--- config.mk ---
export PLATFORM = sky130hd
export DESIGN_NAME = sys_timer
export DESIGN_NICKNAME = d
export VERILOG_FILES = /design/src/hw/soc_map_pkg.sv /design/src/hw/soc_bus_pkg.sv /design/src/hw/sys_timer.sv
export SDC_FILE = /design/constraint.sdc
export NUM_CORES = 1
export LEC_CHECK = 0
export BUFFER_PORTS_ARGS = -buffer_cell sky130_fd_sc_hd__buf_2
export CAP_MARGIN = 20
export CORE_MARGIN = 2
export CORE_UTILIZATION = 36
export CTS_CLUSTER_DIAMETER = 120
export CTS_CLUSTER_SIZE = 14
export DETAILED_ROUTE_END_ITERATION = 10
export SYNTH_ARGS = -nofsm -noshare
export SYNTH_HDL_FRONTEND = slang
export SYNTH_SLANG_ARGS = --single-unit
--- constraint.sdc ---
create_clock -name i_clock -period 4.2 [get_ports i_clock]
set_input_delay 0.21 -clock i_clock [delete_from_list [all_inputs] [get_ports i_clock]]
set_output_delay 0.21 -clock i_clock [all_outputs]
set_load 0.01 [all_outputs]
--- src/hw/soc_map_pkg.sv ---
`default_nettype none

package soc_map_pkg;

	// ================================================
	// Near side
	// ================================================
	localparam int ADDR_W = 32;
	localparam int DATA_W = 32;

	// Region select bits
	localparam int REGION_MSB = 31;
	localparam int REGION_LSB = 28;
	localparam logic [3:0] REGION_RAM    = 4'h1;
	localparam logic [3:0] REGION_BRIDGE = 4'h5;

	// Byte offset inside a word
	localparam int WORD_LSB = 2;

	localparam int RAM_WORDS = 1024;
	localparam int RAM_IDX_W = 10;

	// ================================================
	// Far side
	// ================================================
	localparam int FAR_ADDR_W = 28;
	localparam int SLOT_MSB   = 27;
	localparam int SLOT_LSB   = 24;
	localparam logic [3:0] SLOT_LED   = 4'h0;
	localparam logic [3:0] SLOT_TIMER = 4'h5;

	localparam int LED_W = 10;

	localparam int TIMER_OFS_MSB = 3;
	localparam int TIMER_OFS_LSB = 2;
	localparam logic [1:0] TIMER_REG_COUNT   = 2'd0;
	localparam logic [1:0] TIMER_REG_COMPARE = 2'd1;

endpackage

`default_nettype wire
--- src/hw/soc_bus_pkg.sv ---
`default_nettype none

package soc_bus_pkg;

	import soc_map_pkg::*;

	// Instruction fetch, read only
	typedef struct packed {
		logic              req;
		logic [ADDR_W-1:0] addr;
	} fetch_req_t;

	// Master and near-side request
	typedef struct packed {
		logic              req;
		logic              rw;
		logic [ADDR_W-1:0] addr;
		logic [DATA_W-1:0] wdata;
	} bus_req_t;

	// Ready is a single-cycle pulse, rdata valid with it
	typedef struct packed {
		logic              ready;
		logic [DATA_W-1:0] rdata;
	} bus_rsp_t;

	// Behind the bridge, address without region nibble
	typedef struct packed {
		logic                  req;
		logic                  rw;
		logic [FAR_ADDR_W-1:0] addr;
		logic [DATA_W-1:0]     wdata;
	} far_req_t;

endpackage

`default_nettype wire

--- src/hw/sys_timer.sv ---
`timescale 1ns/1ps
`default_nettype none

module sys_timer
	import soc_map_pkg::*, soc_bus_pkg::*;
(
	input  wire      i_clock,
	input  wire      i_rst_n,

	input  far_req_t i_far,
	output bus_rsp_t o_far,

	output logic     o_irq
);

	logic [DATA_W-1:0] count;
	logic [DATA_W-1:0] compare;
	logic              ready_q;
	logic [DATA_W-1:0] rdata_q;
	logic [1:0]        ofs;
	logic              access;

	assign ofs    = i_far.addr[TIMER_OFS_MSB:TIMER_OFS_LSB];
	assign access = i_far.req && !ready_q;

	// ================================================
	// Counter, compare and interrupt
	// ================================================
	always_ff @(posedge i_clock) begin
		if (!i_rst_n) begin
			count   <= '0;
			compare <= '1;
			o_irq   <= 1'b0;
		end else begin
			count <= count + 1'b1;
			// Level, stays up until compare moves past count
			o_irq <= count >= compare;
			if (access && i_far.rw && ofs == TIMER_REG_COMPARE) begin
				compare <= i_far.wdata;
			end
		end
	end

	// Register access
	always_ff @(posedge i_clock) begin
		if (!i_rst_n) begin
			ready_q <= 1'b0;
		end else begin
			ready_q <= access;
		end
	end

	always_ff @(posedge i_clock) begin
		if (access) begin
			case (ofs)
				TIMER_REG_COUNT:   rdata_q <= count;
				TIMER_REG_COMPARE: rdata_q <= compare;
				default:           rdata_q <= '0;
			endcase
		end
	end

	assign o_far = '{ready: ready_q, rdata: rdata_q};

endmodule

`default_nettype wire

After elaboration in Yosys (flattened, before gate mapping)
Cells that the tools add are included.
Widths: inputs -> output; s select.
{"block": "word_totals", "regBits": 98, "output_inout_bits": 34, "word_cells": 14}
{"block": "op_classes", "n_addsub": 1, "order_cmp": 1, "n_eq_ne": 1, "muxes": 1, "n_reduce_logical": 5}
{"operator": "$pmux 32 s2", "count": 1}
{"operator": "$add 32x1->32 const B", "count": 1}
{"operator": "$ge 32x32->1", "count": 1}
{"operator": "$logic_and 1x1->1", "count": 3}
{"operator": "$eq 2x1->1 const B", "count": 1}
{"operator": "$logic_not 2->1", "count": 1}
{"operator": "$logic_not 1->1", "count": 1}

Logic depth before layout (Yosys ltp)
{"block": "depth", "ltp_word": 4, "depth_mapped": 7, "depth_no_buf": 7}

Worst setup path after synthesis
Ideal clock, no wire load.
{"block": "synth_path", "path_kind": "register to register", "from": "register ready_q", "to": "register compare[10]", "arrival_ns": 2.798, "required_time_ns": 4.059, "slack_ns": 1.260, "stages_incl_launch_ff": 6, "n_path_buf": 2, "cell_sequence": "dfxtp_1 > nor2b_1 > and4b_1 > clkbuf_1 > buf_1 > o211ai_1"}
{"block": "synth_via", "elab_chain_cells": 4}
{"element": "start, declared", "line_no": "sys_timer.sv:18", "text": "logic ready_q;"}
{"element": "start signal, assigned", "line_no": "sys_timer.sv:49", "text": "ready_q <= access;"}
{"element": "$logic_not 1->1", "line_no": "sys_timer.sv:24", "text": "assign access = i_far.req && !ready_q;"}
{"element": "$logic_and 1x1->1", "line_no": "sys_timer.sv:24"}
{"element": "net access", "line_no": "sys_timer.sv:21", "text": "logic access;"}
{"element": "$logic_and 1x1->1 (2 in a row)", "line_no": "sys_timer.sv:38", "text": "if (access && i_far.rw && ofs == TIMER_REG_COMPARE) begin"}
{"element": "end signal, assigned", "line_no": "sys_timer.sv:39", "text": "compare <= i_far.wdata;"}
{"element": "end, declared", "line_no": "sys_timer.sv:17", "text": "logic [DATA_W-1:0] compare;"}
The timed path passes the listed nets, and every way through them passes these cells.
A chain may end at the register's enable or synchronous reset.

Worst setup path after layout
{"block": "layout_path", "from": "register count[6]", "to": "register o_irq"}
{"block": "layout_via", "elab_chain_cells": 1}
{"element": "start, declared", "line_no": "sys_timer.sv:16", "text": "logic [DATA_W-1:0] count;"}
{"element": "start signal, assigned", "line_no": "sys_timer.sv:35", "text": "count <= count + 1'b1;"}
{"element": "$ge 32x32->1", "line_no": "sys_timer.sv:37", "text": "o_irq <= count >= compare;"}
{"element": "end signal, assigned", "line_no": "sys_timer.sv:37"}
{"element": "end, declared", "line_no": "sys_timer.sv:13", "text": "output logic o_irq"}
Every way passes these cells.

==> run_results.csv <==
group,metric,value,unit
routing,avgViaCountPerCell,4.91,
sta,layout_min_cycle_time,2.14,ns
logic_synthesis,yosysUniqueCellTypes,40,
global_routing,grt_pass1_vias,3492,
sta,hold_viol_final,0,
sta,worst_slew_pin_slew,0.921,ns
worst_setup_path,crit_chain,"ha_1 > and3_1 > a221oi_1 > o21ai_0 > a311oi_1 > o21ai_0",
cts,holdBufCountCts,0,
routing,route.detailed.drc,0,
logic_synthesis,avgSynthCellArea,9.72,µm²
floorplan,fp-row-count,42,
floorplan,initial_utilization,36.4,%
power_and_ir_drop,leakagePower,2.63,nW
job,maxCapViolations,0,
global_routing,grt_start_max_net_pins,43,
cts,clock-sinks,98,
finish,area_delta_synth_final,17.2,%
routing,ant_nets,0,
cts,tritoncts,"yes",
floorplan,die_h,119,µm
cts,clockBufferDepth,2,
cts,cts_root_buffer,"clkbuf_16",
sta,setup_viol_count_final,0,
logic_synthesis,ys_ff_latch,98,
worst_setup_path,cpMostUsedCell,"o21ai_0",
routing,avgRoutedWirePerCell,14.0,µm
global_routing,grt_first_pass_wirelength,17.0,mm
cts,post_cts_resized,0,
status,status,"finished, final reports clean",
logic_synthesis,ys_seq_area_share,47.9,%
logic_synthesis,syn_inst,490,
floorplan,core,13100,µm²
power_and_ir_drop,ir_worst_vdd,241,µV
worst_hold_path,hold_class,"primary input to flip-flop",
worst_setup_path,cpPeakStageDelay,0.48,ns
power_and_ir_drop,powerDensity,359,nW/µm²
routing,dr_total_vias,3592,
sta,rsz0062_at_grt,"no",
sta,fin_crit_sh,51.0,%
floorplan,die_w,119,µm
floorplan,boundaryPins,98,
global_routing,grt_usage,15.1,%
place,portBuffers,71,
finish,final_common_cell,"buf_2",
sta,fin_skew,0.00841,ns
logic_synthesis,ys_top_cells_by_area,"dfxtp_1 (28%), edfxtp_1 (20%), ha_1 (8.7%), mux2i_1 (6.9%), o211ai_1 (5.2%)",
cts,htree_levels,3,
finish,drive_gt1_share,17.8,%
worst_setup_path,critPathKind,"flip-flop to flip-flop",
sta,maxSlewHeadroom,38.5,%
place,dp_hpwl,7.06,mm
worst_setup_path,slowest_stage,"dfxtp_1",
cts,post_cts_buffers,0,
finish,mostFrequentLayoutCells,"buf_2 (71), dfxtp_1 (66), nor2_1 (60)",
finish,nFillCells,1271,
worst_setup_path,critPathMaxFanout,7,
place,gp_congestion,0.806,
finish,nets,648,
cts,clk_latency,0.36,ns
sta,clock.fmax,467,MHz
global_routing,antenna_found_initial,0,
logic_synthesis,synth_area,4760,µm²
worst_setup_path,worstPathRequired,4.42,ns
worst_setup_path,endpoint_kind,"flip-flop",
routing,firstDrtPassIters,4,
logic_synthesis,synth_top_area_share,27.7,%
cts,cts_made_buffers,9,
logic_synthesis,syn_nets,587,
logic_synthesis,yosys_warnings,0,
floorplan,die_area,14200,µm²
worst_setup_path,cp-start-kind,"flip-flop",
routing,dr.first_iter.drc_count,176,
routing,finalWirelength,10.3,mm
sta,final_max_slew_viol_count,0,
finish,multi_input_area,2260,µm²
finish,diodes,0,
cts,clk_pin_slew,0.07,ns
finish,fin_util,42.6,%
logic_synthesis,yosysTopAreaCell,"dfxtp_1",
global_routing,grt_overflow_total,0,
worst_setup_path,worstPathArrival,2.36,ns
sta,setup_tns,0,ns
finish,seq_area,2280,µm²
[report_power, final]
| group | switching, W | total, W | leakage, nW | internal, W |
|---|---|---|---|---|
| clock network | 0.000354 | 0.000825 | 0.151 | 0.000471 |
| logic | 0.0000898 | 0.000151 | 1.63 | 0.0000612 |
| registers | 0.0000133 | 0.00103 | 0.854 | 0.00102 |
[cell usage after synthesis, drive strengths merged]
cell     n
nand4   15
and4b    1
a211o    1
a21o     2
a221o    2
a22oi    1
mux2i   33
edfxtp  32
a311oi   1
o21bai   1
or3      6
xor2    18
o21ai   12
o211ai  33
a21oi   14
and3     7
or2      1
nand2   50
nand2b   3
nor4     2
a221oi   1
and2     4
nand3   14
inv     36
clkbuf  22
dfxtp   66
a211oi   2
nor3b    1
buf      3
nor2    60
and4     6
nor3     3
ha      33
xnor2    3
nor2b    1
[metrics by stage]
stage | setup slack (ns) | instances | hold WS [ns] | cell area [µm²] | power (W)
after floorplan | 1.26 | 490 | 0.348 | 4760 | 0.00114
after global placement | 1.96 | 716 | 0.439 | 5280 | 0.00120
after detailed placement | 1.94 | 716 | 0.440 | 5280 | 0.00120
after CTS | 2.04 | 732 | 0.0712 | 5580 | 0.00203
after global routing | 1.96 | 732 | 0.0889 | 5580 | 0.00209
final | 2.06 | 732 | 0.0773 | 5580 | 0.00200
[state kept, by name, indices dropped and copies added (netlist names)]
register  count
o_irq         1
count        32
compare      32
rdata_q      32
ready_q       1
[final cells by class]
cell class / instances / area share, %
clock buffer: 13 / 5.04
clock inverter: 3 / 0.359
inverter: 36 / 2.42
multi-input combinational: 331 / 40.4
sequential: 98 / 40.9
tap: 176 / 3.95
timing repair buffer: 75 / 6.91
[metal layers]
metal	track usage, %	share of wire [%]	routed length (µm)	up-vias
met2	24.2	46	4690	60
li1	-	-	-	1842
met4	4.09	1.2	119	0
met5	0	0	0	-
met3	4.69	4.2	427	7
met1	19.6	49	5020	1683
[logic make-up after synthesis]
| logic type | count (synthesis) | share of synthesized area, % |
|---|---|---|
| multiplexers | 33 | 6.94 |
| AND/OR/NAND/NOR | 174 | 17.9 |
| buffers and inverters | 61 | 4.89 |
| adder cells (fa/ha/maj) | 33 | 8.67 |
| AO/OA/AOI/OAI | 70 | 9.85 |
| XOR/XNOR | 21 | 3.86 |
| flip-flops | 98 | 47.9 |
[worst max-delay path, delay by kind of cell (launching register included)]
kind / cells / cell delay [ns]
simple gates: 1 / 0.17
fa+ha+maj: 1 / 0.30
flops: 1 / 0.48
compound gates: 4 / 1.06
[path summary, 6_finish.rpt]
check / cells past startpoint / startpoint / endpoint / slack [ns]
setup / recovery: 6 / count[6] / o_irq / 2.06
hold / removal: 3 / i_far[5] / compare[5] / 0.08
setup reg to reg: 6 / count[6] / o_irq / 2.06
hold reg to reg: 1 / count[0] / count[0] / 0.48
(Power assumes the default switching activity.)
