### src/hw/soc_map_pkg.sv
`default_nettype none

package soc_map_pkg;

	// ================================================
	// Near side
	// ================================================
	localparam int ADDR_W = 32;
	localparam int DATA_W = 32;

	// Region select bits
	localparam int REGION_MSB = 31;
	localparam int REGION_LSB = 28;
	localparam logic [3:0] REGION_RAM    = 4'h1;
	localparam logic [3:0] REGION_BRIDGE = 4'h5;

	// Byte offset inside a word
	localparam int WORD_LSB = 2;

	localparam int RAM_WORDS = 1024;
	localparam int RAM_IDX_W = 10;

	// ================================================
	// Far side
	// ================================================
	localparam int FAR_ADDR_W = 28;
	localparam int SLOT_MSB   = 27;
	localparam int SLOT_LSB   = 24;
	localparam logic [3:0] SLOT_LED   = 4'h0;
	localparam logic [3:0] SLOT_TIMER = 4'h5;

	localparam int LED_W = 10;

	localparam int TIMER_OFS_MSB = 3;
	localparam int TIMER_OFS_LSB = 2;
	localparam logic [1:0] TIMER_REG_COUNT   = 2'd0;
	localparam logic [1:0] TIMER_REG_COMPARE = 2'd1;

endpackage

`default_nettype wire
### src/hw/soc_bus_pkg.sv
`default_nettype none

package soc_bus_pkg;

	import soc_map_pkg::*;

	// Instruction fetch, read only
	typedef struct packed {
		logic              req;
		logic [ADDR_W-1:0] addr;
	} fetch_req_t;

	// Master and near-side request
	typedef struct packed {
		logic              req;
		logic              rw;
		logic [ADDR_W-1:0] addr;
		logic [DATA_W-1:0] wdata;
	} bus_req_t;

	// Ready is a single-cycle pulse, rdata valid with it
	typedef struct packed {
		logic              ready;
		logic [DATA_W-1:0] rdata;
	} bus_rsp_t;

	// Behind the bridge, address without region nibble
	typedef struct packed {
		logic                  req;
		logic                  rw;
		logic [FAR_ADDR_W-1:0] addr;
		logic [DATA_W-1:0]     wdata;
	} far_req_t;

endpackage

`default_nettype wire

### src/hw/io_bridge.sv
`timescale 1ns/1ps
`default_nettype none

module io_bridge
	import soc_map_pkg::*, soc_bus_pkg::*;
(
	input  wire             i_clock,
	input  wire             i_rst_n,

	input  bus_req_t        i_near,
	output bus_rsp_t        o_near,

	output far_req_t        o_far,
	input  bus_rsp_t        i_far,

	output logic [LED_W-1:0] o_led
);

	far_req_t          far_q;
	logic              active;
	logic              near_ready;
	logic [DATA_W-1:0] near_rdata;
	logic [LED_W-1:0]  led_q;
	logic [3:0]        slot;

	assign slot = far_q.addr[SLOT_MSB:SLOT_LSB];

	// ================================================
	// Far stage and local slots
	// ================================================
	always_ff @(posedge i_clock) begin
		if (!i_rst_n) begin
			active     <= 1'b0;
			far_q.req  <= 1'b0;
			near_ready <= 1'b0;
			led_q      <= '0;
		end else begin
			near_ready <= 1'b0;
			if (i_near.req && !active) begin
				active      <= 1'b1;
				far_q.req   <= 1'b1;
				far_q.rw    <= i_near.rw;
				far_q.addr  <= i_near.addr[FAR_ADDR_W-1:0];
				far_q.wdata <= i_near.wdata;
			end else if (far_q.req) begin
				if (slot == SLOT_LED) begin
					if (far_q.rw) begin
						led_q <= far_q.wdata[LED_W-1:0];
					end
					near_ready <= 1'b1;
					near_rdata <= {{(DATA_W-LED_W){1'b0}}, led_q};
					far_q.req  <= 1'b0;
				end else if (slot == SLOT_TIMER) begin
					// Hold far request until the timer answers
					if (i_far.ready) begin
						near_ready <= 1'b1;
						near_rdata <= i_far.rdata;
						far_q.req  <= 1'b0;
					end
				end else begin
					near_ready <= 1'b1;
					near_rdata <= '0;
					far_q.req  <= 1'b0;
				end
			end

			// Near request drops the cycle after ready
			if (near_ready) begin
				active <= 1'b0;
			end
		end
	end

	always_comb begin
		o_far     = far_q;
		o_far.req = far_q.req && (slot == SLOT_TIMER);
	end

	assign o_near = '{ready: near_ready, rdata: near_rdata};
	assign o_led  = led_q;

	// Far request only for a held near access to the timer slot
	a_far_timer_only: assert property (@(posedge i_clock) disable iff (!i_rst_n)
		o_far.req |-> i_near.req && (i_near.addr[SLOT_MSB:SLOT_LSB] == SLOT_TIMER));

endmodule

`default_nettype wire

### config.mk
export PLATFORM = sky130hd
export DESIGN_NAME = io_bridge
export DESIGN_NICKNAME = d
export VERILOG_FILES = /design/src/hw/soc_map_pkg.sv /design/src/hw/soc_bus_pkg.sv /design/src/hw/io_bridge.sv
export SDC_FILE = /design/constraint.sdc
export NUM_CORES = 1
export LEC_CHECK = 0
export ABC_AREA = 1
export BUFFER_PORTS_ARGS = -buffer_cell sky130_fd_sc_hd__buf_2
export CAP_MARGIN = 20
export CORE_ASPECT_RATIO = 2
export CORE_MARGIN = 3
export CORE_UTILIZATION = 49
export DETAILED_ROUTE_END_ITERATION = 7
export MAX_ROUTING_LAYER = met4
export PLACE_DENSITY = 0.91
export REMOVE_ABC_BUFFERS = 1
export SETUP_SLACK_MARGIN = 0.2
export SYNTH_ARGS = -nofsm -noshare
export SYNTH_HDL_FRONTEND = slang
export SYNTH_SLANG_ARGS = --single-unit
export TNS_END_PERCENT = 30
### constraint.sdc
create_clock -name i_clock -period 9.2 [get_ports i_clock]
set_clock_uncertainty 0.15 [all_clocks]
set_input_delay 1.84 -clock i_clock [delete_from_list [all_inputs] [get_ports i_clock]]
set_output_delay 1.84 -clock i_clock [all_outputs]
set_load 0.01 [all_outputs]
# Yosys cells after proc, flatten, opt, wreduce, memory -nomap -nowiden
# Cells that the tools add are included.
# W data, S select, Z words.
# op_classes
muxes	11
reduce_logical	10
n_bitwise	4
eq_ne	2
# op_table
operator	n
$mux W32	1
$mux W10	2
$mux W1	8
$reduce_and A4 Y1	2
$eq A4 B3 Y1 const B	1
$logic_not A4 Y1	1
$not A1 Y1	4
$reduce_or A2 Y1	2
$ne A3 B3 Y1 const B	1
$reduce_or A3 Y1	1
$logic_and A1 B1 Y1	2
$reduce_and A2 Y1	1
$logic_not A1 Y1	1
# word_totals
output_inout_bits	105
elab_cells	36
register_bits	106

# Logic depth before layout (Yosys ltp)
# logic_depth
word_depth	5
mapped_depth	8
ltp_nobuf	7

# Least setup slack after synthesis
# Ideal clock, no wire load.
# synth_timing
path_type	input -> register
startpoint	in i_near[65] (netlist bit)
endpoint	reg far_q (netlist bit o_far[0]) (enable)
required_ns	8.569
t_arrival_ns	4.508
setup_slack_ns	4.061
path_stages	2
setup_ns	0.481
n_path_buf	0
cell_sequence	nand2_1 -> nor2_1
# synth_via
elab_chain_len	2
# synth_rtl
element	line	source
from (decl)	io_bridge.sv:10	input bus_req_t i_near,
$logic_and A1 B1 Y1	io_bridge.sv:39	if (i_near.req && !active) begin
$reduce_and A2 Y1 (no line)	n/a	
to (decl)	io_bridge.sv:19	far_req_t far_q;
# Every way passes these cells.
# A chain may end at the register's enable or synchronous reset.

==> results.md <==
* **maximum number of pins on one net before global-route repair** 63
* **setup slack at placement** 5.43 ns
* **post_cts resized** 0
* **Final Max Slew Viols** 0
* **CP arrival** 1.94 ns
* **Max-cap violations** 0
* **accumulated negative setup slack** 0 ns
* **number of placement rows** 46
* **Peak Freq** 255 MHz
* **count of buffers added by post-CTS timing repair for setup** 0
* **Avg Cell Area, Syn** 12.8 sq um
* **Hold Path Sink** active
* **share of power burned in the clock network** 0.399
* **Filler cells** 627
* **fraction of power consumed by sequential logic** 0.540
* **ratio of total power to cell area** 197 nW/um^2
* **Antenna diodes** 0
* **share of the clock period used by the worst path after layout** 0.427
* **GRT Overall Usage** 0.174
* **hold slack final** 0.266 ns
* **top cells by area, synth** sky130_fd_sc_hd__edfxtp_1 67%, sky130_fd_sc_hd__buf_4 12%, sky130_fd_sc_hd__dfxtp_1 6.3%, sky130_fd_sc_hd__nand2_1 4.2%, sky130_fd_sc_hd__nor2_1 4.2%
* **Design Power** 1.01 mW
* **Tightest Pin Transition** 0.735 ns
* **clock buffer count from CTS** 9
* **routed vias/inst** 4.53
* **effective utilization at floorplan** 0.514
* **total overflow reported by the global router** 0
* **worst-case vdd ir drop** 0.162 mV
* **critical path class** reg -> out
* **CTS max path bufs** 2
* **chip height** 136 um
* **slack of the worst reg-to-reg path** 6.27 ns
* **number of instances on the worst hold path** 1
* **clock latency of the later-clocked register in the worst-skew pair** 0.32 ns
* **final worst-path setup slack** 5.27 ns
* **width of the die** 71.0 um
* **startpoint type of the worst setup path** flop
* **final-stage net count** 569
* **dominant synthesized flop cell** sky130_fd_sc_hd__edfxtp_1
* **hold buffers post-CTS** 0
* **number of enable flip-flop cells after synthesis** 93
* **final routed DRC violation total** 0
* **Final Critical Period** 3.93 ns
* **IO Pins** 206
* **RSZ-0062 raised after global routing** no
* **total standard cell area after synthesis** 4140 sq um
* **core outline area** 8060 sq um
* **fraction of layout cells with a size suffix above 1** 0.469
* **category of the worst setup path capture point** output pin
* **required arrival time at the worst endpoint** 7.21 ns
* **worst reg2reg path endpoint** near_rdata[23]
* **clk sinks** 106
* **Final Hold Fails** 0
* **gp weighted congestion** 0.757
* **buffers added on ports** 201
* **count of unique library cells instantiated by Yosys** 15
* **Worst-path clk slew** 0.07 ns
* **first-pass GRT wire length** 12.6 mm
* **status** complete, no violations
* **number of setup violations in the final report** 0
* **most numerous cell types in the synthesized netlist** 93 x sky130_fd_sc_hd__edfxtp_1, 64 x sky130_fd_sc_hd__buf_4, 46 x sky130_fd_sc_hd__nand2_1, 46 x sky130_fd_sc_hd__nor2_1, 40 x sky130_fd_sc_hd__inv_1
* **HPWL after DPL** 6.58 mm
* **post-synthesis sequential area ratio** 0.737
* **relative contribution of combinational cells to total power** 0.061
* **Power Internal** 809 uW
* **depth of the CTS H-tree** 3
* **static leakage** 2.38 nW
* **Async SR Flop Fraction** 0
* **cell taking the most area after synthesis** sky130_fd_sc_hd__edfxtp_1
* **yosys synthesis warning count** 0
* **switching share of power** 0.199
* **worst min-delay path class** reg -> reg
* **final wirelength** 8.26 mm
* **Clk Tree Root Cell** sky130_fd_sc_hd__clkbuf_16
* **flops & latches, synth** 106
* **clock tree from TritonCTS** built
* **via count of the first global-routing pass** 2,628
* **average wire length per cell after detail routing** 14.5 um
* **source of the worst hold timing path** near_ready
* **1st-iter DRT viols** 132
* **antenna violations before repair** 0
* **Max-slew headroom** 0.510
* **cells after synthesis** 323
* **Via Count** 2,576
* **Layout Area Growth over Synthesis** 23.8%
* **most numerous cell in the Yosys netlist** sky130_fd_sc_hd__edfxtp_1
* **peak fanout along the critical path** 24
* **Net Sw Power** 201 uW
* **residual antenna-violating net count after detailed routing** 0
* **startpoint of the lowest-slack register-to-register path** o_far[59]
* **area of the die** 9660 sq um
* **cell depth of the worst flop-to-flop path** 7
* **fraction of post-synthesis cell area in the top cell type by area** 0.674
* **TritonRoute pass-1 iters** 4
[area by class of cell]
type                       instances  area [sq um]  share of cell area
multi-input combinational        107           442              0.0862
sequential                       106          3050               0.596
timing repair buffer             204          1040               0.202
clock buffer                       9           225              0.0439
tap                               96           120              0.0234
clock inverter                     7           100              0.0195
inverter                          40           150              0.0293
[placed cells by master (no fill, tap or decap), types with 2 or more instances in the layout]
cell type,n
sky130_fd_sc_hd__clkbuf_16,9
sky130_fd_sc_hd__buf_2,201
sky130_fd_sc_hd__bufinv_16,2
sky130_fd_sc_hd__dfxtp_1,13
sky130_fd_sc_hd__nand3_1,10
sky130_fd_sc_hd__nand2_1,46
sky130_fd_sc_hd__inv_1,40
sky130_fd_sc_hd__buf_4,2
sky130_fd_sc_hd__edfxtp_1,93
sky130_fd_sc_hd__nor2_1,45
[cell families after synthesis]
family                 Yosys count  synth area share
AO/OA/AOI/OAI                    2           0.00363
AND/OR/NAND/NOR                105             0.101
buffers and inverters          110             0.158
flip-flops                     106             0.737
[metrics by stage]
step	instance area, sq um	cells	util
2_1_floorplan	3640	253	-
3_3_place_gp	4780	551	0.593
3_5_place_dp	4780	551	0.593
4_1_cts	5100	567	0.633
5_1_grt	5130	569	0.636
6_report	5130	569	0.636
[registers in the layout, indices dropped and copies added (netlist names)]
| register | flops |
|---|---|
| o_far | 61 |
| near_ready | 1 |
| far_q | 1 |
| active | 1 |
| near_rdata | 32 |
| o_led | 10 |
[critical path, cell delays in order, from the launching register on]
cell and delay (ns):
sky130_fd_sc_hd__edfxtp_1 0.40, sky130_fd_sc_hd__nor2_2 0.39, sky130_fd_sc_hd__nand3_2 0.47, sky130_fd_sc_hd__nor2_1 0.19
sky130_fd_sc_hd__buf_2 0.15
[worst max-delay path by stage]
stage / start / endpoint / slack [ns] / cells past startpoint
2_1_floorplan: i_near[65] / o_far[0] / 4.06 / 2
3_3_place_gp: i_rst_n / near_rdata[3] / 5.52 / 4
3_5_place_dp: i_rst_n / near_rdata[9] / 5.43 / 4
4_1_cts: o_far[57] / o_far[61] / 5.23 / 4
5_1_grt: o_far[57] / o_far[61] / 5.09 / 4
6_report: o_far[59] / o_far[61] / 5.27 / 4
[layer usage]
layer,share of wire,global-route usage,vias to the layer above
li1,-,-,1267
met1,0.34,0.175,1149
met2,0.55,0.302,130
met3,0.068,0.0422,30
met4,0.048,0.0952,0
met5,0,-,-
[power by group through the flow]
stage,logic (mW),registers [mW],clock network (mW)
final,0.0617,0.545,0.402
after detailed placement,0.0620,0.556,0
after global routing,0.0679,0.547,0.427
after global placement,0.0595,0.556,0
after CTS,0.0623,0.546,0.411
after floorplan,0.0135,0.565,0
Note: power is estimated with default switching activity, not from simulation.
