`src/hw/soc_map_pkg.sv`:
```
`default_nettype none

package soc_map_pkg;

	// ================================================
	// Near side
	// ================================================
	localparam int ADDR_W = 32;
	localparam int DATA_W = 32;

	// Region select bits
	localparam int REGION_MSB = 31;
	localparam int REGION_LSB = 28;
	localparam logic [3:0] REGION_RAM    = 4'h1;
	localparam logic [3:0] REGION_BRIDGE = 4'h5;

	// Byte offset inside a word
	localparam int WORD_LSB = 2;

	localparam int RAM_WORDS = 1024;
	localparam int RAM_IDX_W = 10;

	// ================================================
	// Far side
	// ================================================
	localparam int FAR_ADDR_W = 28;
	localparam int SLOT_MSB   = 27;
	localparam int SLOT_LSB   = 24;
	localparam logic [3:0] SLOT_LED   = 4'h0;
	localparam logic [3:0] SLOT_TIMER = 4'h5;

	localparam int LED_W = 10;

	localparam int TIMER_OFS_MSB = 3;
	localparam int TIMER_OFS_LSB = 2;
	localparam logic [1:0] TIMER_REG_COUNT   = 2'd0;
	localparam logic [1:0] TIMER_REG_COMPARE = 2'd1;

endpackage

`default_nettype wire
```
`src/hw/soc_bus_pkg.sv`:
```
`default_nettype none

package soc_bus_pkg;

	import soc_map_pkg::*;

	// Instruction fetch, read only
	typedef struct packed {
		logic              req;
		logic [ADDR_W-1:0] addr;
	} fetch_req_t;

	// Master and near-side request
	typedef struct packed {
		logic              req;
		logic              rw;
		logic [ADDR_W-1:0] addr;
		logic [DATA_W-1:0] wdata;
	} bus_req_t;

	// Ready is a single-cycle pulse, rdata valid with it
	typedef struct packed {
		logic              ready;
		logic [DATA_W-1:0] rdata;
	} bus_rsp_t;

	// Behind the bridge, address without region nibble
	typedef struct packed {
		logic                  req;
		logic                  rw;
		logic [FAR_ADDR_W-1:0] addr;
		logic [DATA_W-1:0]     wdata;
	} far_req_t;

endpackage

`default_nettype wire

```
`src/hw/bus_arbiter.sv`:
```
`timescale 1ns/1ps
`default_nettype none

module bus_arbiter
	import soc_map_pkg::*, soc_bus_pkg::*;
(
	input  wire        i_clock,
	input  wire        i_rst_n,

	input  fetch_req_t i_fetch,
	output bus_rsp_t   o_fetch,
	input  bus_req_t   i_data,
	output bus_rsp_t   o_data,
	input  bus_req_t   i_dma,
	output bus_rsp_t   o_dma,

	output bus_req_t   o_ram,
	input  bus_rsp_t   i_ram,
	output bus_req_t   o_bridge,
	input  bus_rsp_t   i_bridge
);

	typedef enum logic [1:0] {
		ST_IDLE,
		ST_ISSUE,
		ST_WAIT
	} state_t;

	state_t    state;
	// One-hot: data, dma, fetch
	logic [2:0] gnt;
	bus_req_t  near_q;
	logic      umap_ready;

	logic [3:0] region;
	logic      sel_ram;
	logic      sel_bridge;
	logic      sel_none;
	logic      rsp_ready;
	logic [DATA_W-1:0] rsp_rdata;

	assign region     = near_q.addr[REGION_MSB:REGION_LSB];
	assign sel_ram    = region == REGION_RAM;
	assign sel_bridge = region == REGION_BRIDGE;
	assign sel_none   = !sel_ram && !sel_bridge;

	// ================================================
	// Grant and registered near stage
	// ================================================
	always_ff @(posedge i_clock) begin
		if (!i_rst_n) begin
			state      <= ST_IDLE;
			gnt        <= 3'b000;
			near_q.req <= 1'b0;
			umap_ready <= 1'b0;
		end else begin
			umap_ready <= 1'b0;
			case (state)
				ST_IDLE: begin
					// Data first, then DMA, then fetch
					if (i_data.req) begin
						gnt    <= 3'b001;
						near_q <= i_data;
						state  <= ST_ISSUE;
					end else if (i_dma.req) begin
						gnt    <= 3'b010;
						near_q <= i_dma;
						state  <= ST_ISSUE;
					end else if (i_fetch.req) begin
						gnt          <= 3'b100;
						near_q.req   <= 1'b1;
						near_q.rw    <= 1'b0;
						near_q.addr  <= i_fetch.addr;
						near_q.wdata <= '0;
						state        <= ST_ISSUE;
					end
				end
				ST_ISSUE: begin
					// Unmapped region answers on its own
					umap_ready <= sel_none;
					state      <= ST_WAIT;
				end
				ST_WAIT: begin
					if (rsp_ready) begin
						gnt        <= 3'b000;
						near_q.req <= 1'b0;
						state      <= ST_IDLE;
					end
				end
				default: state <= ST_IDLE;
			endcase
		end
	end

	always_comb begin
		o_ram        = near_q;
		o_ram.req    = near_q.req && sel_ram;
		o_bridge     = near_q;
		o_bridge.req = near_q.req && sel_bridge;
	end

	// Response back to the granted master
	always_comb begin
		if (sel_ram) begin
			rsp_ready = i_ram.ready;
			rsp_rdata = i_ram.rdata;
		end else if (sel_bridge) begin
			rsp_ready = i_bridge.ready;
			rsp_rdata = i_bridge.rdata;
		end else begin
			rsp_ready = umap_ready;
			rsp_rdata = '0;
		end
	end

	assign o_data  = '{ready: gnt[0] && rsp_ready, rdata: rsp_rdata};
	assign o_dma   = '{ready: gnt[1] && rsp_ready, rdata: rsp_rdata};
	assign o_fetch = '{ready: gnt[2] && rsp_ready, rdata: rsp_rdata};

	// ================================================
	// Checks
	// ================================================
	a_one_ready: assert property (@(posedge i_clock) disable iff (!i_rst_n)
		$onehot0({o_data.ready, o_dma.ready, o_fetch.ready}));

	a_req_granted: assert property (@(posedge i_clock) disable iff (!i_rst_n)
		(o_ram.req || o_bridge.req) |-> $onehot(gnt));

	a_ready_to_requester: assert property (@(posedge i_clock) disable iff (!i_rst_n)
		(!o_data.ready || i_data.req) && (!o_dma.ready || i_dma.req) &&
		(!o_fetch.ready || i_fetch.req));

endmodule

`default_nettype wire

```
`config.mk`:
```
export PLATFORM = sky130hd
export DESIGN_NAME = bus_arbiter
export DESIGN_NICKNAME = d
export VERILOG_FILES = /design/src/hw/soc_map_pkg.sv /design/src/hw/soc_bus_pkg.sv /design/src/hw/bus_arbiter.sv
export SDC_FILE = /design/constraint.sdc
export NUM_CORES = 1
export LEC_CHECK = 0
export BUFFER_PORTS_ARGS = -buffer_cell sky130_fd_sc_hd__buf_2
export CAP_MARGIN = 20
export CORE_AREA = 2 2 181 183
export DETAILED_ROUTE_END_ITERATION = 10
export DIE_AREA = 0 0 183 185
export PLACE_DENSITY_LB_ADDON = 0.15
export SLEW_MARGIN = 0
export SYNTH_ARGS = -nofsm -noshare
export SYNTH_HDL_FRONTEND = slang
export SYNTH_SLANG_ARGS = --single-unit
```
`constraint.sdc`:
```
create_clock -name i_clock -period 13.7 [get_ports i_clock]
set_clock_uncertainty 0.15 [all_clocks]
set_input_delay 2.055 -clock i_clock [delete_from_list [all_inputs] [get_ports i_clock]]
set_output_delay 2.055 -clock i_clock [all_outputs]
set_load 0.005 [all_outputs]
```
# Yosys cells after proc, flatten, opt, wreduce, memory -nomap -nowiden
# Index checks and enable logic that the tools add are counted.
[totals]
ff_bits = 72
in_bits = 233
wordCells = 47
[classes]
n_mux = 19
reduce_logical = 15
eq_ne = 6
[ops]
columns = ["operator", "count"]
rows = [
  ["2-to-1 mux 66 bit", 3],
  ["2-to-1 mux 32 bit", 2],
  ["2-to-1 mux 3 bit", 4],
  ["2-to-1 mux 2 bit", 4],
  ["logical AND 1 bit", 6],
  ["case mux 2 bit (3 select lines)", 1],
  ["case mux 3 bit (2 select lines)", 1],
  ["AND reduction 3 bit", 2],
  ["== test 4 x 1 -> 1 bit, second input constant", 1],
  ["== test 4 x 3 -> 1 bit, second input constant", 1],
  ["inequality test 4 bit, second input constant", 1],
  ["AND reduction 2 bit", 2],
  ["2-to-1 mux 1 bit", 3],
  ["nonzero test 3 bit", 1],
  ["== test 2 x 1 -> 1 bit, second input constant", 1],
  ["== test 2 bit, second input constant", 1],
  ["logical NOT 1 bit", 2],
  ["logical NOT 2 bit", 1],
  ["inequality test 2 bit, second input constant", 1],
  ["case mux 1 bit (2 select lines)", 1],
  ["nonzero test 2 bit", 1],
]

# Depth between registers and ports, before layout
[logic_depth]
ltp_word = 5
ltp_mapped = 5
depth_no_buf = 4

# Least setup slack after synthesis
# No wires, ideal clock.
[synth_timing]
path_kind = "input port to flip-flop"
start = "in i_dma[65] in the netlist's numbering"
end = "reg near_q (netlist bit o_bridge[0]) (enable)"
path_slack_ns = 4.452
t_required_ns = 12.901
arrival_time_ns = 8.449
path_buffers = 1
cell_stages = 3
path_cell_list = "buf_2 nor3_1 nor4_1"
[synth_between]
elab_chain_len = 2
[synth_lines]
columns = ["item", "line", "source"]
rows = [
  ["from (decl)", "bus_arbiter.sv:14", "input bus_req_t i_dma,"],
  ["nonzero test 3 bit (no source line)", "-", ""],
  ["AND reduction 3 bit (no source line)", "-", ""],
  ["to (signal assigned)", "bus_arbiter.sv:63", "near_q <= i_data;"],
  ["to (signal assigned)", "bus_arbiter.sv:67", "near_q <= i_dma;"],
  ["to (decl)", "bus_arbiter.sv:32", "bus_req_t near_q;"],
]
# Every way passes these cells.
# A chain may end at the register's enable or synchronous reset.

==> impl_results.md <==
* 1st-pass router iterations at 4
* Aggregate global-route resource usage at 9.926%
* Wire per inst at 15.29 um
* Starting Density at 16.30%
* Nets@finish at 1,007
* Synth Area per Inst at 10.12 um2
* Cells after Synth at 516
* Core area at 32,040 um2
* Post-synthesis register bit count at 72
* CTS buffer count at 9
* Wirelength, routed at 18,150 um
* Full die area at 33,860 um2
* Leakage at 3.584 nW
* I/O Pins at 464
* Overflow after GRT at 0
* Sw Ratio at 28.69%
* Final Hold Fails at 0
* Crit path DAT at 3.18 ns
* Crit path required time at 11.49 ns
* # port buffers at 463
* Vias in the first global route at 4,132
* Worst skew pair latency at 0.34 ns
* Period utilisation layout at 39.34%
* Layout cells sized above 1 at 63.50%
* DRC errors left at 0
* Sequential area share after synthesis at 40.05%
* Yosys top cell by area: edfxtp_1
* Status: completed
* Commonest non-fill, non-tap cells in the layout: 462 x buf_2, 65 x edfxtp_1, 64 x mux2i_1
* Commonest non-fill, non-tap cell in the layout: buf_2
* Setup violations, final at 0
* Vias at 4,308
* Hold Path Class: register to register
* FILL cells at 3,561
* Final core occ at 21.31%
* Worst-margin pin slew at 0.9088 ns
* Ys Warns at 0
* Cell Int Power at 0.4881 mW
* Syn_nets at 749
* Largest net degree at the start of global routing at 55
* Violation count after the first detailed-route iteration at 99
* Min Tclk post-route at 5.390 ns
* Post-CTS sizing at 0
* Slew margin rel. at 39.28%
* Maximum vdd drop at 0.04836 mV
* Switching power at 0.1963 mW
* H-Tree Depth at 3
* First-pass GRT wire length at 24,680 um
* Worst Path Class, Setup: input pin to output pin
* Worst setup SP type: input pin
* PwrDens at 100.2 nW/um2
* Synth area leaders: edfxtp_1 37%, buf_4 28%, mux2i_1 12%, a22o_1 5.9%, o21ai_0 3.2%
* Setup TNS at 0 ns
* Yosys cell types at 27
* Gpl congestion at 0.7507
* Max Freq at 185.5 MHz
* Crit. End Element: output pin
* DIE HEIGHT at 185 um
* Antenna Violating Nets Remaining at 0
* Clock buffer depth at 2
* Vias per inst at 3.629
* Clock network fraction of design power at 36.2%
* Critical path fanouts, max at 6
* Clk sinks at 72
* Cts hold-fix bufs at 0
* Comb pwr share at 22.5%
* Mapped Area at 5224 um2
* Unrepaired setup endpoints after global routing: no
* Clock slew at reported path FFs at 0.06 ns
* Syn-to-layout area delta at 30.71%
* TritonCTS clock tree: yes
* DP HPWL at 14,380 um
* CTS root buffer: clkbuf_16
* Overall die width at 183 um
* Reg power frac at 41.3%
* Total of max-cap violations at 0
* Initial antenna violation count at 2
* Share of the synthesized area in the top cell type at 37.37%
* Fin. max-slew vios at 0
* Rows at 66
* Post-CTS setup buffers at 0
==> worst max-delay path, stage by stage <==
cell	delay, ns
buf_2	0.10
mux2_4	0.29
mux2i_2	0.35
and2b_2	0.27
buf_2	0.12
==> final timing paths <==
| path | cells after the start | slack, ns | end | startpoint |
|---|---|---|---|---|
| max | 5 | 8.31 | o_dma[32] | i_ram[32] |
| min | 1 | 0.33 | gnt[0]$_SDFFE_PN0P_ | gnt[0]$_SDFFE_PN0P_ |
| max reg2reg | 5 | 11.58 | gnt[2]$_SDFFE_PN0P_ | o_bridge[62]$_DFFE_PP_ |
| min reg2reg | 1 | 0.33 | gnt[0]$_SDFFE_PN0P_ | gnt[0]$_SDFFE_PN0P_ |
==> final cells by class <==
type | instances | area (um2) | area share [%]
antenna | 1 | 2.502 | 0.03665
multi-input combinational | 221 | 1565 | 22.92
sequential | 72 | 2092 | 30.64
timing repair buffer | 468 | 2357 | 34.52
inverter | 2 | 7.507 | 0.1100
clock buffer | 9 | 225.2 | 3.299
tap | 408 | 510.5 | 7.477
clock inverter | 6 | 67.56 | 0.9896
==> Yosys cell counts <==
cell,n
nor2_1,35
buf_4,195
clkbuf_1,12
a22o_1,35
buf_2,9
and3_2,1
nand2_1,35
mux2_4,1
nor4_1,2
dfxtp_1,7
a31oi_1,1
and2b_2,3
nand4b_1,1
buf_1,5
mux2i_1,64
nor2b_1,1
o311a_4,1
or3_1,1
inv_1,2
nor3b_4,1
or3b_2,1
nor3_1,2
nand3_1,1
o21ai_0,33
a32o_1,1
mux2i_2,1
edfxtp_1,65
==> cell families (layout without fill, tap and decap cells) <==
| group | after synthesis | after routing | synth area share, % |
|---|---|---|---|
| buffers and inverters | 223 | 485 | 30.25 |
| AND/OR/NAND/NOR | 84 | 84 | 7.138 |
| flip-flops | 72 | 72 | 40.05 |
| AO/OA/AOI/OAI | 71 | 71 | 9.749 |
| multiplexers | 66 | 66 | 12.81 |
| other | 0 | 1 | 0 |
==> routing by layer <==
metal / wire length (um) / track usage [%] / up-vias
met2: 9577 / 18.55 / 237
met1: 7176 / 11.06 / 1947
li1: - / - / 2106
met3: 1133 / 2.399 / 16
met4: 246 / 3.104 / 2
met5: 13 / 0 / -
==> through the flow <==
stage / setup slack (ns) / hold WS (ns) / power, mW / std cells / cell area (um2)
detailed placement: 8.275 / 0.3222 / 0.4460 / 1171 / 6533
global route: 8.234 / 0.3479 / 0.7253 / 1186 / 6825
finish: 8.310 / 0.3334 / 0.6844 / 1187 / 6828
CTS: 8.277 / 0.3397 / 0.7041 / 1186 / 6825
floorplan: 4.452 / 0.2855 / 0.4055 / 516 / 5224
global placement: 8.298 / 0.3334 / 0.4467 / 1171 / 6533
==> flip-flops by register name, indices dropped and copies added, names as in the netlist <==
register    cells
gnt             3
state           2
o_bridge       65
umap_ready      1
near_q          1
==> power groups by stage <==
stage | Clock (mW) | Combinational (mW) | Sequential, mW
6_report | 0.248 | 0.154 | 0.283
5_1_grt | 0.268 | 0.172 | 0.285
4_1_cts | 0.262 | 0.158 | 0.284
3_5_place_dp | 0 | 0.158 | 0.288
3_3_place_gp | 0 | 0.158 | 0.288
2_1_floorplan | 0 | 0.120 | 0.285
Note: power is estimated with default switching activity, not from simulation.
